<file path="src/design/loader_pkg.sv">
`default_nettype none

package loader_pkg;

    ////////////////////////////////////////////////////////////
    // Protocol byte codes
    ////////////////////////////////////////////////////////////
    localparam logic [7:0] BYTE_SOT    = 8'h01;
    localparam logic [7:0] BYTE_EOT    = 8'h04;
    localparam logic [7:0] BYTE_ACK    = 8'h06;
    localparam logic [7:0] BYTE_NAK    = 8'h15;
    // Beacon sent once the CPU runs
    localparam logic [7:0] BYTE_PROMPT = 8'h2A;

    ////////////////////////////////////////////////////////////
    // Frame and memory sizes
    ////////////////////////////////////////////////////////////
    localparam int BLOCK_BYTES = 128;
    localparam int BLK_CNT_W   = 7;

    localparam int IMEM_WORDS = 256;
    localparam int IMEM_AW    = 8;

    // Padding word that ends the firmware image
    localparam logic [31:0] PAD_WORD = 32'h1A1A_1A1A;

    localparam int RX_FIFO_DEPTH = 8;
    localparam int RX_FIFO_AW    = 3;

    // Loader states
    typedef enum logic [2:0] {
        ST_IDLE,
        ST_BLK_NUM,
        ST_BLK_INV,
        ST_DATA,
        ST_CKSUM,
        ST_WAIT_NEXT,
        ST_RUN
    } loader_state_t;

endpackage

`default_nettype wire
</file>
<file path="src/design/rx_byte_fifo.sv">
`timescale 1ns/1ps
`default_nettype none

module rx_byte_fifo (
    input  wire logic       clk,
    input  wire logic       i_rst,
    input  wire logic       i_push,
    input  wire logic [7:0] i_push_data,
    input  wire logic       i_pop,
    output logic [7:0]      o_head,
    output logic            o_not_empty,
    output logic            o_overflow
);
    import loader_pkg::*;

    logic [7:0]            mem [RX_FIFO_DEPTH];
    logic [RX_FIFO_AW-1:0] wr_ptr;
    logic [RX_FIFO_AW-1:0] rd_ptr;
    logic [RX_FIFO_AW:0]   count;
    logic                  full;
    logic                  do_push;
    logic                  do_pop;

    assign full        = (count == (RX_FIFO_AW + 1)'(RX_FIFO_DEPTH));
    assign o_not_empty = (count != '0);
    assign o_head      = mem[rd_ptr];

    assign do_pop  = i_pop & o_not_empty;
    // A pop in the same cycle frees a slot for the push
    assign do_push = i_push & (~full | do_pop);

    always_ff @(posedge clk) begin
        if (do_push) begin
            mem[wr_ptr] <= i_push_data;
        end
    end

    always_ff @(posedge clk) begin
        if (i_rst) begin
            wr_ptr     <= '0;
            rd_ptr     <= '0;
            count      <= '0;
            o_overflow <= 1'b0;
        end else begin
            if (do_push) begin
                wr_ptr <= wr_ptr + 1'b1;
            end
            if (do_pop) begin
                rd_ptr <= rd_ptr + 1'b1;
            end
            case ({do_push, do_pop})
                2'b10:   count <= count + 1'b1;
                2'b01:   count <= count - 1'b1;
                default: count <= count;
            endcase
            // A dropped byte sets a flag that holds until reset
            if (i_push && !do_push) begin
                o_overflow <= 1'b1;
            end
        end
    end

endmodule

`default_nettype wire

</file>
<file path="config.mk">
export PLATFORM = sky130hd
export DESIGN_NAME = rx_byte_fifo
export DESIGN_NICKNAME = d
export VERILOG_FILES = /design/src/design/loader_pkg.sv /design/src/design/rx_byte_fifo.sv
export SDC_FILE = /design/constraint.sdc
export NUM_CORES = 1
export LEC_CHECK = 0
export BUFFER_PORTS_ARGS = -buffer_cell sky130_fd_sc_hd__buf_2
export CAP_MARGIN = 10
export CORE_UTILIZATION = 40
export DETAILED_ROUTE_END_ITERATION = 6
export HOLD_SLACK_MARGIN = 0.15
export SYNTH_ARGS = -nofsm -noshare
export SYNTH_HDL_FRONTEND = slang
export SYNTH_SLANG_ARGS = --single-unit
export TNS_END_PERCENT = 1
</file>
<file path="constraint.sdc">
create_clock -name clk -period 6.44 [get_ports clk]
set_input_delay 1.288 -clock clk [delete_from_list [all_inputs] [get_ports clk]]
set_output_delay 1.288 -clock clk [all_outputs]
set_load 0.03 [all_outputs]
</file>
[After elaboration in Yosys (flattened, before gate mapping)]
Memory sizes are Yosys's and may differ from the RTL's. A register that Yosys moved wholly into a read port is not among the register bits.
Cells that the tools add are included.
Widths: inputs -> output; s select.
Word-level totals
  input bits: 12
  memories: 1
  logic and storage cells: 25
  RAM bits: 64
  output and inout port bits: 10
  register bits after elaboration: 11
Cells by class
  reduce and logical (&&, ||, !) cells: 4
  $add $sub $neg: 4
  equal/unequal tests: 3
  multiplexer cells: 5
  bitwise operators: 4
Memory list
  mem: words 8, width 8, read ports 1, clocked after Yosys merged registers in 1, wr ports 1, RTL line rx_byte_fifo.sv:16  | logic [7:0] mem [RX_FIFO_DEPTH];
Operator list (number)
  $pmux 4 s2: 1
  $add 3x1->3 const B: 2
  $mux 3: 2
  $add 4x1->4 const B: 1
  $eq 4x4->1 const B: 1
  $reduce_bool 4->1: 1
  $sub 4x1->4 const B: 1
  $and 1x1->1: 2
  $eq 2x1->1 const B: 1
  $eq 2x2->1 const B: 1
  $mux 1: 2
  $reduce_bool 2->1: 1
  $logic_and 1x1->1: 1
  $logic_not 1->1: 1
  $not 1->1: 1
  $or 1x1->1: 1

[Depth between registers and ports, before layout]
  depth in word-level cells: 6
  mapped depth: 10
  depth with buffers taken out: 9

[Least setup slack after synthesis]
OpenSTA, ideal clock, no wires.
  path type: in2reg
  from: input i_pop
  to: memory mem[4][0], enable pin
  stages on the path: 5
  buffers on the path: 1
  slack: 3.425 ns
  required time: 6.057 ns
  library setup time: 0.383 ns
  arrival time: 2.631 ns
  cell sequence: buf_2 > nand2b_1 > o21ai_4 > or2_2 > nor3_1
Between the ends
  longest elaborated chain between the ends: 5
RTL lines
  start: declaration: RTL line rx_byte_fifo.sv:9  | input wire logic i_pop,
  $and 1x1->1: RTL line rx_byte_fifo.sv:28  | assign do_pop = i_pop & o_not_empty;
  $or 1x1->1: RTL line rx_byte_fifo.sv:30  | assign do_push = i_push & (~full | do_pop);
  $and 1x1->1: RTL line rx_byte_fifo.sv:30
  $mux 1: RTL line rx_byte_fifo.sv:33  | if (do_push) begin
  $mux 1 (implied by the code): RTL line rx_byte_fifo.sv:34  | mem[wr_ptr] <= i_push_data;
  end: declaration: RTL line rx_byte_fifo.sv:16
No other way between the ends.

==> run_results.csv <==
group,metric,value,unit
cts,cts_root_buffer,"sky130_fd_sc_hd__clkbuf_8",
route,wl,5395,um
timing,setup_violations,0,
logic_synthesis,synth_edf_count,64,
place,gp_congestion,0.6671,
floorplan,core-area,0.007807,sq mm
worst_setup_path,crit_path_max_incr_delay,0.91,ns
global_route,first_global_vias,1615,
floorplan,initial_core_util,41.91,%
floorplan,io_pins,22,
logic_synthesis,yosys.cell_types.count,39,
place,placed_instance_area,0.003471,sq mm
logic_synthesis,synth-async-reset-ratio,0,%
floorplan,core.rowCount,32,
global_route,grt_max_degree,17,
worst_setup_path,worst_path_max_delay_cell,"sky130_fd_sc_hd__dfxtp_1",
worst_setup_path,cp-end-kind,"output port",
timing,timing.slew.headroom,31.21,%
cts,postCtsResizedCells,0,
finish,post_route_cells_drive_above_1_share,28.10,%
logic_synthesis,synth_ff_type,"sky130_fd_sc_hd__edfxtp_1",
timing,drv_slew,0,
worst_setup_path,crit_chain,"mux4_1, mux2_2, buf_2",
logic_synthesis,synthesis.instances,181,
cts,tritoncts,"done",
job,max_cap_viol_count,0,
logic_synthesis,synth_commonest_cells,"64 x sky130_fd_sc_hd__edfxtp_1, 15 x sky130_fd_sc_hd__mux4_1, 15 x sky130_fd_sc_hd__nor2_1",
cts,buffer_depth_of_the_longest_clock_path,2,
power_and_ir_drop,power_density,372.3,mW/mm^2
worst_setup_path,crit_required,5.15,ns
place,place_hpwl,3437,um
logic_synthesis,yosysMostFrequentCell,"sky130_fd_sc_hd__edfxtp_1",
route,drc_errors,0,
worst_setup_path,worst_ep_arrival_time,2.37,ns
timing,tightest_slew,1.024,ns
global_route,grt_antenna_before_repair,0,
route,route.detailed.wl_per_inst,17.29,um
finish,antenna_cells_inserted,0,
timing,setup_ws,2.786,ns
finish,area_growth,12.28,%
global_route,global_route.usage.total,14.29,%
min_path,hold_path_class,"flip-flop to flip-flop",
timing,timing_hold_violations_final,0,
outcome,outcome,"complete, no violations",
cts,post_cts_hold_buffer_count,0,
logic_synthesis,synth_warnings,0,
floorplan,die_x,92.44,um
timing,fmax,273.7,MHz
power_and_ir_drop,vdd_ir_drop_max,0.2868,mV
timing,fin_crit_sh,56.74,%
route,dr_total_vias,1595,
place,preCtsSetupSlack,2.887,ns
cts,htree_levels,3,
floorplan,floorplan.die_area,0.008545,sq mm
timing,fin_crit,3.654,ns
cts,cts_inserted_buffers,9,
finish,nets,222,
global_route,grt_first_pass_wirelength,8625,um
global_route,grt_remaining_overflow,0,
worst_setup_path,critPathLaunchType,"flip-flop",
place,place.port_buffers,21,
route,vias_per_cell,5.112,
power_and_ir_drop,p_leak,1.267,nW
floorplan,die_h,92.44,um
route,drt.antenna.violating_nets,0,
route,dr.pass1.iters,4,
cts,postCtsSetupBuffers,0,
logic_synthesis,yosys-top-cells-area,"sky130_fd_sc_hd__edfxtp_1 59%, sky130_fd_sc_hd__mux4_1 12%, sky130_fd_sc_hd__dfxtp_1 8.6%",
logic_synthesis,synth_area_per_cell,18.08,sq um
logic_synthesis,netlist_area,0.003272,sq mm
finish,post-route-util,47.05,%
logic_synthesis,synth_seq_area_share,67.30,%
route,number_of_drc_markers_in_iteration_0,121,
logic_synthesis,netlist.top_cell.by_area,"sky130_fd_sc_hd__edfxtp_1",
finish,design_area,0.003674,sq mm
logic_synthesis,post-synth-top-area-fraction,58.74,%
cts,cts.sinks,78,
timing,finalSetupTns,0,ns
worst_setup_path,path_class,"flip-flop to output port",
timing,fin_worst_skew,0.009254,ns
logic_synthesis,yosys_register_bits,78,
cts,worstSkewPairLatency,0.34,ns
timing,rsz0062_at_grt,"no",
worst_setup_path,timing.critical_path.fanout_max,16,
logic_synthesis,syn-num-nets,198,
worst_setup_path,cp.buffers_inverters,1,
worst_setup_path,path_delay_family,"multiplexers",
cts,cts.clk_slew.worst_paths,0.08,ns
[worst min-delay path: cells and delay by family, from the launching register on]
kind	cells	cell delay (ns)
AO/OA/AOI/OAI	1	0.04
flip-flops	1	0.33
AND/OR/NAND/NOR	1	0.07
[per-layer routing]
metal | part of all wire (%) | track usage [%] | up-vias
met4 | 0.63 | 4.297 | 0
met5 | 0 | 0 | -
li1 | - | - | 771
met2 | 48 | 21.91 | 33
met3 | 4.7 | 5.665 | 4
met1 | 46 | 18.74 | 787
[power by group]
| group | internal [mW] | total, mW | switching [mW] |
|---|---|---|---|
| combinational | 0.177 | 0.363 | 0.186 |
| clock | 0.177 | 0.355 | 0.178 |
| sequential | 0.585 | 0.650 | 0.0651 |
| total | 0.939 | 1.37 | 0.429 |
[kinds of logic (layout without fill, tap and decap cells)]
logic type / Yosys count / in the layout / share of synthesized area, %
XOR/XNOR: 7 / 7 / 1.874
adder cells (fa/ha/maj): 5 / 5 / 2.142
flip-flops: 78 / 78 / 67.30
buffers and inverters: 15 / 44 / 2.639
multiplexers: 27 / 27 / 16.41
AND/OR/NAND/NOR: 36 / 36 / 5.698
AO/OA/AOI/OAI: 13 / 13 / 3.939
[flip-flops by register name, summed over array words and instances (netlist names), named ones only]
signal / count
o_overflow: 1
wr_ptr: 3
count: 4
rd_ptr: 3
mem: 64
[final cells by class]
type / instances / area [sq um]
Clock buffer: 12 / 165.2
Clock inverter: 4 / 37.54
Fill cell: 688 / 4134
Inverter: 5 / 18.77
Multi-Input combinational cell: 88 / 1005
Sequential cell: 78 / 2202
Tap cell: 102 / 127.6
Timing Repair Buffer: 23 / 117.6
[through the flow]
stage / power (mW) / hold slack, ns / instances
floorplan: 0.9652 / 0.4847 / 181
global placement: 1.022 / 0.4575 / 295
detailed placement: 1.030 / 0.4708 / 296
CTS: 1.384 / 0.4919 / 312
global route: 1.443 / 0.5135 / 312
finish: 1.368 / 0.4844 / 312
[path summary, 6_finish.rpt]
path	start	endpoint	slack, ns	cells past startpoint
max	flip-flop	o_head[2]	2.79	3
min	o_overflow	o_overflow	0.48	2
max reg2reg	count[1]	count[3]	3.90	9
min reg2reg	o_overflow	o_overflow	0.48	2
[cells in the final DEF (no fill, tap or decap), types with 3 or more instances in the layout]
cell,synthesis,routed
sky130_fd_sc_hd__mux4_1,15,15
sky130_fd_sc_hd__edfxtp_1,64,64
sky130_fd_sc_hd__inv_1,5,5
sky130_fd_sc_hd__buf_2,3,22
sky130_fd_sc_hd__dfxtp_1,14,14
sky130_fd_sc_hd__clkbuf_8,0,12
sky130_fd_sc_hd__mux2_2,8,8
sky130_fd_sc_hd__xor2_1,3,3
sky130_fd_sc_hd__mux2i_1,3,3
sky130_fd_sc_hd__nand2b_1,5,5
sky130_fd_sc_hd__ha_1,4,4
sky130_fd_sc_hd__nor3_2,0,3
sky130_fd_sc_hd__nor2_1,15,15
sky130_fd_sc_hd__xnor2_1,4,4
Note: power is estimated with default switching activity, not from simulation.
