===== src/design/loader_pkg.sv =====
`default_nettype none

package loader_pkg;

    ////////////////////////////////////////////////////////////
    // Protocol byte codes
    ////////////////////////////////////////////////////////////
    localparam logic [7:0] BYTE_SOT    = 8'h01;
    localparam logic [7:0] BYTE_EOT    = 8'h04;
    localparam logic [7:0] BYTE_ACK    = 8'h06;
    localparam logic [7:0] BYTE_NAK    = 8'h15;
    // Beacon sent once the CPU runs
    localparam logic [7:0] BYTE_PROMPT = 8'h2A;

    ////////////////////////////////////////////////////////////
    // Frame and memory sizes
    ////////////////////////////////////////////////////////////
    localparam int BLOCK_BYTES = 128;
    localparam int BLK_CNT_W   = 7;

    localparam int IMEM_WORDS = 256;
    localparam int IMEM_AW    = 8;

    // Padding word that ends the firmware image
    localparam logic [31:0] PAD_WORD = 32'h1A1A_1A1A;

    localparam int RX_FIFO_DEPTH = 8;
    localparam int RX_FIFO_AW    = 3;

    // Loader states
    typedef enum logic [2:0] {
        ST_IDLE,
        ST_BLK_NUM,
        ST_BLK_INV,
        ST_DATA,
        ST_CKSUM,
        ST_WAIT_NEXT,
        ST_RUN
    } loader_state_t;

endpackage

`default_nettype wire

===== src/design/imem_wr_if.sv =====
`timescale 1ns/1ps
`default_nettype none

interface imem_wr_if;
    import loader_pkg::*;

    logic               wen;
    logic [IMEM_AW-1:0] waddr;
    logic [31:0]        wdata;
    // Marks the pad word, the final write of the image
    logic               last;

    modport source (
        output wen,
        output waddr,
        output wdata,
        output last
    );

    modport sink (
        input wen,
        input waddr,
        input wdata,
        input last
    );

endinterface

`default_nettype wire


===== src/design/xmodem_loader.sv =====
`timescale 1ns/1ps
`default_nettype none

module xmodem_loader #(
    parameter int BEACON_CYCLES = 1000
) (
    input  wire logic       clk,
    input  wire logic       i_rst,
    input  wire logic [7:0] i_byte,
    input  wire logic       i_byte_valid,
    input  wire logic       i_tx_ack,
    output logic            o_byte_pop,
    output logic            o_tx_req,
    output logic [7:0]      o_tx_data,
    output logic            o_cpu_en,
    imem_wr_if.source       wr
);
    import loader_pkg::*;

    loader_state_t        state;
    loader_state_t        state_next;
    logic [7:0]           blk_num;
    logic [7:0]           cksum;
    logic [BLK_CNT_W-1:0] byte_cnt;
    logic [31:0]          word_sr;
    logic [31:0]          word_next;
    logic [IMEM_AW-1:0]   wr_addr;
    logic [IMEM_AW-1:0]   blk_base;
    logic                 wr_on;
    logic                 blk_wr_on;
    logic [31:0]          beacon_cnt;
    logic                 beacon_state;
    logic                 beacon_tick;
    logic                 link_busy;
    logic                 resp_start;
    logic [7:0]           resp_byte;

    // Response in flight until ack has fallen
    assign link_busy  = o_tx_req | i_tx_ack;
    assign o_byte_pop = i_byte_valid & ~link_busy;

    // Little-endian packing puts the newest byte at the top
    assign word_next = {i_byte, word_sr[31:8]};

    assign beacon_state = (state == ST_IDLE) || (state == ST_RUN);
    assign beacon_tick  = beacon_state && (beacon_cnt == 32'(BEACON_CYCLES - 1));

    ////////////////////////////////////////////////////////////
    // Frame FSM and response select
    ////////////////////////////////////////////////////////////
    always_comb begin
        state_next = state;
        resp_start = 1'b0;
        resp_byte  = BYTE_NAK;
        case (state)
            ST_IDLE: begin
                if (beacon_tick && !link_busy) begin
                    resp_start = 1'b1;
                    resp_byte  = BYTE_NAK;
                end
                if (o_byte_pop && i_byte == BYTE_SOT) begin
                    state_next = ST_BLK_NUM;
                end
            end
            ST_BLK_NUM: begin
                if (o_byte_pop) begin
                    state_next = ST_BLK_INV;
                end
            end
            ST_BLK_INV: begin
                // Bad complement drops the frame without a reply
                if (o_byte_pop) begin
                    state_next = (i_byte == ~blk_num) ? ST_DATA : ST_IDLE;
                end
            end
            ST_DATA: begin
                if (o_byte_pop && byte_cnt == BLK_CNT_W'(BLOCK_BYTES - 1)) begin
                    state_next = ST_CKSUM;
                end
            end
            ST_CKSUM: begin
                if (o_byte_pop) begin
                    resp_start = 1'b1;
                    resp_byte  = (i_byte == cksum) ? BYTE_ACK : BYTE_NAK;
                    state_next = ST_WAIT_NEXT;
                end
            end
            ST_WAIT_NEXT: begin
                if (o_byte_pop && i_byte == BYTE_SOT) begin
                    state_next = ST_BLK_NUM;
                end else if (o_byte_pop && i_byte == BYTE_EOT) begin
                    resp_start = 1'b1;
                    resp_byte  = BYTE_ACK;
                    state_next = ST_RUN;
                end
            end
            ST_RUN: begin
                if (beacon_tick && !link_busy) begin
                    resp_start = 1'b1;
                    resp_byte  = BYTE_PROMPT;
                end
            end
            default: state_next = ST_IDLE;
        endcase
    end

    ////////////////////////////////////////////////////////////
    // Control registers
    ////////////////////////////////////////////////////////////
    always_ff @(posedge clk) begin
        if (i_rst) begin
            state     <= ST_IDLE;
            byte_cnt  <= '0;
            wr_addr   <= '0;
            blk_base  <= '0;
            wr_on     <= 1'b1;
            blk_wr_on <= 1'b1;
            o_cpu_en  <= 1'b0;
            wr.wen    <= 1'b0;
        end else begin
            state  <= state_next;
            wr.wen <= 1'b0;
            case (state)
                ST_BLK_INV: begin
                    if (o_byte_pop) begin
                        byte_cnt <= '0;
                    end
                end
                ST_DATA: begin
                    if (o_byte_pop) begin
                        byte_cnt <= byte_cnt + 1'b1;
                        // Fourth byte completes a word
                        if (byte_cnt[1:0] == 2'd3 && wr_on) begin
                            wr.wen  <= 1'b1;
                            wr_addr <= wr_addr + 1'b1;
                            if (word_next == PAD_WORD) begin
                                wr_on <= 1'b0;
                            end
                        end
                    end
                end
                ST_CKSUM: begin
                    if (o_byte_pop) begin
                        if (i_byte == cksum) begin
                            // Commit the block so the next one follows it
                            blk_base  <= wr_addr;
                            blk_wr_on <= wr_on;
                        end else begin
                            // Rewind so the resend overwrites this block
                            wr_addr <= blk_base;
                            wr_on   <= blk_wr_on;
                        end
                    end
                end
                ST_WAIT_NEXT: begin
                    if (o_byte_pop && i_byte == BYTE_EOT) begin
                        o_cpu_en <= 1'b1;
                    end
                end
                default: ;
            endcase
        end
    end

    // Block number, checksum and word assembly
    always_ff @(posedge clk) begin
        if (state == ST_BLK_NUM && o_byte_pop) begin
            blk_num <= i_byte;
        end
        if (state == ST_BLK_INV && o_byte_pop) begin
            cksum <= '0;
        end
        if (state == ST_DATA && o_byte_pop) begin
            cksum    <= cksum + i_byte;
            word_sr  <= word_next;
            wr.waddr <= wr_addr;
            wr.wdata <= word_next;
            wr.last  <= (word_next == PAD_WORD);
        end
    end

    ////////////////////////////////////////////////////////////
    // Beacon timer and four-phase transmit link
    ////////////////////////////////////////////////////////////
    always_ff @(posedge clk) begin
        if (i_rst) begin
            beacon_cnt <= '0;
        end else if (!beacon_state || beacon_tick) begin
            beacon_cnt <= '0;
        end else begin
            beacon_cnt <= beacon_cnt + 1'b1;
        end
    end

    always_ff @(posedge clk) begin
        if (i_rst) begin
            o_tx_req <= 1'b0;
        end else if (o_tx_req && i_tx_ack) begin
            o_tx_req <= 1'b0;
        end else if (resp_start && !link_busy) begin
            o_tx_req <= 1'b1;
        end
    end

    // Data is held until the next response starts
    always_ff @(posedge clk) begin
        if (resp_start && !link_busy) begin
            o_tx_data <= resp_byte;
        end
    end

endmodule

`default_nettype wire


===== src/flat_wrapper.sv =====
// flat-port wrapper written by rule: the top's interface ports become plain ports
module xmodem_loader_flat import loader_pkg::*;
#(
    parameter int BEACON_CYCLES = 1000
)
  (clk, i_rst, i_byte, i_byte_valid, i_tx_ack, o_byte_pop, o_tx_req, o_tx_data, o_cpu_en, wr_wen, wr_waddr, wr_wdata, wr_last);
  imem_wr_if wr_i ();
  input  wire logic clk;
  input  wire logic i_rst;
  input  wire logic [7:0] i_byte;
  input  wire logic i_byte_valid;
  input  wire logic i_tx_ack;
  output logic o_byte_pop;
  output logic o_tx_req;
  output logic [7:0] o_tx_data;
  output logic o_cpu_en;
  output wire logic [$bits(wr_i.wen)-1:0] wr_wen;
  output wire logic [$bits(wr_i.waddr)-1:0] wr_waddr;
  output wire logic [$bits(wr_i.wdata)-1:0] wr_wdata;
  output wire logic [$bits(wr_i.last)-1:0] wr_last;
  assign wr_wen = wr_i.wen;
  assign wr_waddr = wr_i.waddr;
  assign wr_wdata = wr_i.wdata;
  assign wr_last = wr_i.last;
  xmodem_loader #(.BEACON_CYCLES(BEACON_CYCLES)) u_core (.clk(clk), .i_rst(i_rst), .i_byte(i_byte), .i_byte_valid(i_byte_valid), .i_tx_ack(i_tx_ack), .o_byte_pop(o_byte_pop), .o_tx_req(o_tx_req), .o_tx_data(o_tx_data), .o_cpu_en(o_cpu_en), .wr(wr_i));
endmodule

===== config.mk =====
export PLATFORM = sky130hd
export DESIGN_NAME = xmodem_loader_flat
export DESIGN_NICKNAME = d
export VERILOG_FILES = /design/src/design/loader_pkg.sv /design/src/design/imem_wr_if.sv /design/src/design/xmodem_loader.sv /design/src/flat_wrapper.sv
export SDC_FILE = /design/constraint.sdc
export NUM_CORES = 1
export LEC_CHECK = 0
export BUFFER_PORTS_ARGS = -buffer_cell sky130_fd_sc_hd__buf_2
export CAP_MARGIN = 20
export CORE_ASPECT_RATIO = 0.9
export CORE_MARGIN = 2
export CORE_UTILIZATION = 50
export DETAILED_ROUTE_END_ITERATION = 6
export PLACE_DENSITY = 0.69
export SLEW_MARGIN = 20
export SYNTH_ARGS = -nofsm -noshare
export SYNTH_HDL_FRONTEND = slang
export SYNTH_SLANG_ARGS = --single-unit

===== constraint.sdc =====
create_clock -name clk -period 5 [get_ports clk]
set_clock_uncertainty 0.1 [all_clocks]
set_input_delay 0.75 -clock clk [delete_from_list [all_inputs] [get_ports clk]]
set_output_delay 0.75 -clock clk [all_outputs]
set_load 0.02 [all_outputs]

* Word level (Yosys, flattened, before mapping) *
Index checks and enable logic that the tools add are counted.

operators by class
  equal/unequal tests = 23
  $add $sub $neg = 4
  muxes and demuxes = 37
  bitwise gates (word level) = 7
  reduce and logical (&&, ||, !) cells = 29

operators by type and width
  cell                                                                      number
  8-bit 2-to-1 mux                                                          8
  32-bit by 1-bit adder with 32-bit output (second input constant)          1
  32-bit by 10-bit equality test with 1-bit output (second input constant)  1
  32-bit by 29-bit equality test with 1-bit output (second input constant)  1
  8-bit case mux with 3 select lines                                        1
  3-bit 2-to-1 mux                                                          7
  3-bit case mux with 7 select lines                                        1
  8-bit equality test                                                       2
  8-bit case mux with 2 select lines                                        1
  7-bit 2-to-1 mux                                                          2
  2-bit by 1-bit inequality test with 1-bit output (second input constant)  7
  7-bit case mux with 2 select lines                                        1
  1-bit logical AND                                                         11
  1-bit 2-to-1 mux                                                          10
  5-bit 2-to-1 mux                                                          2
  3-bit equality test (second input constant)                               3
  8-bit by 1-bit adder with 8-bit output (second input constant)            1
  8-bit adder                                                               1
  8-bit by 1-bit equality test with 1-bit output (second input constant)    1
  8-bit by 3-bit equality test with 1-bit output (second input constant)    1
  8-bit inverter                                                            1
  7-bit by 1-bit adder with 7-bit output (second input constant)            1
  7-bit equality test (second input constant)                               1
  7-bit AND reduction                                                       1
  22 further kinds                                                          33

word-level totals
  register bits = 128

* Longest topological paths before layout *
  depth in word-level cells = 8
  gate-level depth with buffers = 9
  mapped depth without buffers = 9

* Least setup slack after synthesis *
No wires, ideal clock.

  path type = input to register
  start point = in i_tx_ack
  end point = reg u_core.blk_num[0] (enable)
  data arrival time = 2.094 ns
  stages on the path = 3
  slack = 2.411 ns
  cells stage by stage = or3b_4 > buf_6 > nor4_1

on the way
  word-level cells in the longest chain between the ends = 4

RTL lines
  what                  line                  text
  from (decl)           flat_wrapper.sv:12    input wire logic i_tx_ack;
  1-bit bitwise OR      xmodem_loader.sv:39   assign link_busy = o_tx_req | i_tx_ack;
  1-bit inverter        xmodem_loader.sv:40   assign o_byte_pop = i_byte_valid & ~link_busy;
  1-bit AND             xmodem_loader.sv:40
  1-bit logical AND     xmodem_loader.sv:167  if (state == ST_BLK_NUM && o_byte_pop) begin
  to (signal assigned)  xmodem_loader.sv:168  blk_num <= i_byte;
  to (decl)             xmodem_loader.sv:22   logic [7:0] blk_num;

No other way between the ends.
A chain may end at the register's enable or synchronous reset.

* Worst setup path after layout *
  start point = in i_tx_ack
  end point = reg u_core.byte_cnt[4]

on the way
  word-level cells in the longest chain between the ends = 5
  elaborated cells between the ends (all ways) = 6
  classes of those cells = 2 x eq/ne; 3 x bitwise; 1 x reduce/logical

RTL lines
  what                                                               line                  text
  1-bit bitwise OR *                                                 xmodem_loader.sv:39
  1-bit inverter *                                                   xmodem_loader.sv:40
  1-bit AND *                                                        xmodem_loader.sv:40
  2-bit by 1-bit inequality test with 1-bit output (no source line)  --
  3-bit AND reduction (no source line) *                             --
  to (signal assigned)                                               xmodem_loader.sv:131  byte_cnt <= byte_cnt + 1'b1;
  to (decl)                                                          xmodem_loader.sv:24   logic [BLK_CNT_W-1:0] byte_cnt;

Every way passes the cells marked *; elsewhere a longest branch is shown, timed or not.

==> impl_results.md <==
* Final setup fails at 0
* Status: finished, final reports clean
* # hold bufs at CTS at 0
* Clk Tree Root Cell: clkbuf_16
* N_diodes at 0
* Final HPWL DP at 8070 um
* Yosys reg bits at around 120
* Share of the synthesized area in the top cell type at 33.0%
* F_max at between 0.3 and 0.4 GHz
* Max Slew Vio Count at 0
* Crit-path cells: buf_2, or3b_4, inv_2, nand2_1, inv_2, nand2_1, nor3_1, a21oi_1, nor2_1
* Fraction of layout cells with a size suffix above 1 at 18.7%
* Ranking of synthesized cells by area: edfxtp_1 33%, dfxtp_1 23%, nor2_1 5.3%, xor2_1 3.5%, xnor2_1 3.2%
* Non-Filler Instances at roughly 740
* CP bufs+invs at 3
* Sequential element share of the synthesized area at 55.7%
* Top cell type by total area after synthesis: edfxtp_1
* Post-synth ARST share at 0%
* Max-capacitance violation count at 0
* Top cells by count, synth: 78 x nor2_1, 63 x dfxtp_1, 61 x edfxtp_1
* Cell variety after synth at 69
* Avg WL per Cell at 15.7 um
* Clock Latency Late Sink at 420 ps
* Via density at approximately 5.6
* Final min period at 2920 ps
* Total CTS buffers at 17
* TritonCTS Sinks at 124
* DR DRC count at 0
* Hold/Removal Path Class: reg -> reg
* Largest net degree at the start of global routing at 48
* Drt pass-1 iters at 5
* Worst setup path start: i_tx_ack
* Initial antenna violation count at 0
* # placed instances at 704
* Mean area per synthesized cell at 10.5 um^2
* Req. time, crit path at 5250 ps
* CP top delay family: simple AND/OR/NAND/NOR gates
* CP endpoint kind: register
* CTS max path bufs at 2
* GRT met2 Usage at 31.8%
* Antenna-violating nets left at 0
* Met1 Resource Use GR at 27.3%
* Kind of critical path: in -> reg
* Row Count at 36
* Core area at approximately 11000 um^2
* Final weighted congestion in routability-driven placement at 0.837
* Peak per-stage delay on the critical path at a little under 800 ps
* Period utilization at between 50% and 60%
* Syn Std Cell Area at 5550 um^2
* Initial Utilization at 51.3%
* Flop2flop setup slack at 2160 ps
* Most frequent cell after synthesis: nor2_1
* Number of synthesized flops with an enable pin at 61
* Die Wd at approximately 120 um
* Met3 GRT Util at 5.83%
* Hold Slack at 346 ps
* Worst vdd ir at between 0.2 and 0.3 mV
* CP Launch Type: input port
* Ys Warns at 0
* Main flop type after synthesis: dfxtp_1
* Tot GR Track Use at 20.5%
* Final hold vios at 0
* TNS Setup at 0 ps
* Cell area power density at approximately 380 nW/um^2
* Routed WL at around 12000 um
* Ports at 65
* Register clock-pin slew on the reported worst setup and hold paths at 60 ps
* First-pass GRT wire length at 19100 um
* DR iter-0 viols at 317
* Final #Nets at 613
* Synth Instances at 530
* Vias at 4153
* Area added between synthesis and finish at 17.7%
* Worst-margin pin slew at 916 ps
* CTS tree: yes
* Setup bufs post-CTS at 0
* Busiest grt layer: met2
* CP max stage cell: inv_2
* IO buf count at between 60 and 70
* Total gr overflow at 0
* Slew HR at 38.9%
* R2R Path Start: u_core.o_tx_req
* Hold_sp: u_core.beacon_cnt[0]
* Vias in the first global route at 3865
* Max FO, Critical Path at 47
* RSZ-0062 raised after global routing: false
* Die area at 12000 um^2
* Pleak at 2.45 nW
* H-Tree Depth at 4
* Chip height at about 100 um
* CTS resizes at 0
* Worst Path Arrival at 3170 ps
==> final cells by class <==
| type | count | area (um^2) |
|---|---|---|
| clock buffers | 19 | 443 |
| clock inverters | 13 | 166 |
| fillers | 901 | 4280 |
| inverters | 14 | 52.6 |
| multi-input cells | 369 | 2280 |
| flip-flops and latches | 124 | 3090 |
| well taps | 133 | 166 |
| repair buffers | 64 | 325 |
==> per-layer routing <==
layer,vias up,share of wire (%)
met4,0,1.5
met5,-,0
met2,107,47
met3,16,5.5
met1,1997,46
li1,2033,-
==> power by group <==
part / total, mW / internal (mW) / switching, mW
Clock: 1.25 / 0.798 / 0.448
Sequential: 1.09 / 1.07 / 0.0180
Combinational: 0.134 / 0.0503 / 0.0841
==> worst reg2reg max path, cell delays in order (launching register included) <==
cell and delay (ps):
dfxtp_1 340, or3b_4 490, inv_2 170, nand2_1 300, inv_2 790, nand2_1 240, nor3_1 220, a21oi_1 60
nor2_1 90
==> cell usage in the layout, fill, tap and decap left out, drive strengths merged, types with 4 or more instances in the layout <==
| master | netlist | routed |
|---|---|---|
| nor4 | 14 | 14 |
| clkinv | 1 | 7 |
| xnor2 | 20 | 20 |
| buf | 16 | 64 |
| o21ai | 22 | 22 |
| ha | 10 | 10 |
| and3 | 14 | 14 |
| a211oi | 4 | 4 |
| nor2 | 79 | 79 |
| nand3 | 25 | 25 |
| nor3 | 28 | 28 |
| nand4 | 12 | 12 |
| and4 | 4 | 4 |
| or3 | 6 | 6 |
| a21oi | 17 | 17 |
| dfxtp | 63 | 63 |
| clkbuf | 8 | 19 |
| inv | 13 | 14 |
| xor2 | 22 | 22 |
| mux2i | 9 | 9 |
| edfxtp | 61 | 61 |
| nor2b | 6 | 6 |
| nand2 | 34 | 34 |
==> per-stage QoR <==
step | setup WS, ps | area [um^2] | util (%) | total power, mW
finish | 2080 | 6530 | 60.4 | 2.47
floorplan | 2410 | 5550 | - | 1.21
global route | 1840 | 6530 | 60.4 | 2.56
CTS | 2090 | 6530 | 60.4 | 2.49
global placement | 1730 | 5920 | 54.8 | 1.24
detailed placement | 1640 | 5920 | 54.8 | 1.25
==> path summary, 6_finish.rpt <==
check / endpoint / depth (start not counted)
setup / recovery: u_core.byte_cnt[4] / 9
hold reg to reg: u_core.beacon_cnt[0] / 1
hold / removal: u_core.beacon_cnt[0] / 1
setup reg to reg: u_core.byte_cnt[4] / 8
==> cell families after synthesis <==
group	after synthesis	share of synthesized area, %
AO/OA/AOI/OAI	65	7.42
other	1	0.0676
buffers and inverters	38	3.27
XOR/XNOR	42	6.63
AND/OR/NAND/NOR	240	22.6
flip-flops	124	55.7
adder cells (fa/ha/maj)	11	2.62
multiplexers	9	1.62
==> flip-flops by register name, summed over array words and instances (netlist names) <==
register / cells
u_core.beacon_cnt: 32
u_core.word_sr: 32
u_core.blk_base: 8
u_core.blk_num: 8
u_core.cksum: 8
u_core.wr.waddr: 8
u_core.wr_addr: 8
u_core.byte_cnt: 7
u_core.o_tx_data: 4
u_core.state: 3
u_core.blk_wr_on: 1
u_core.o_cpu_en: 1
u_core.o_tx_req: 1
u_core.wr.last: 1
u_core.wr.wen: 1
u_core.wr_on: 1
Note: power is estimated with default switching activity, not from simulation.
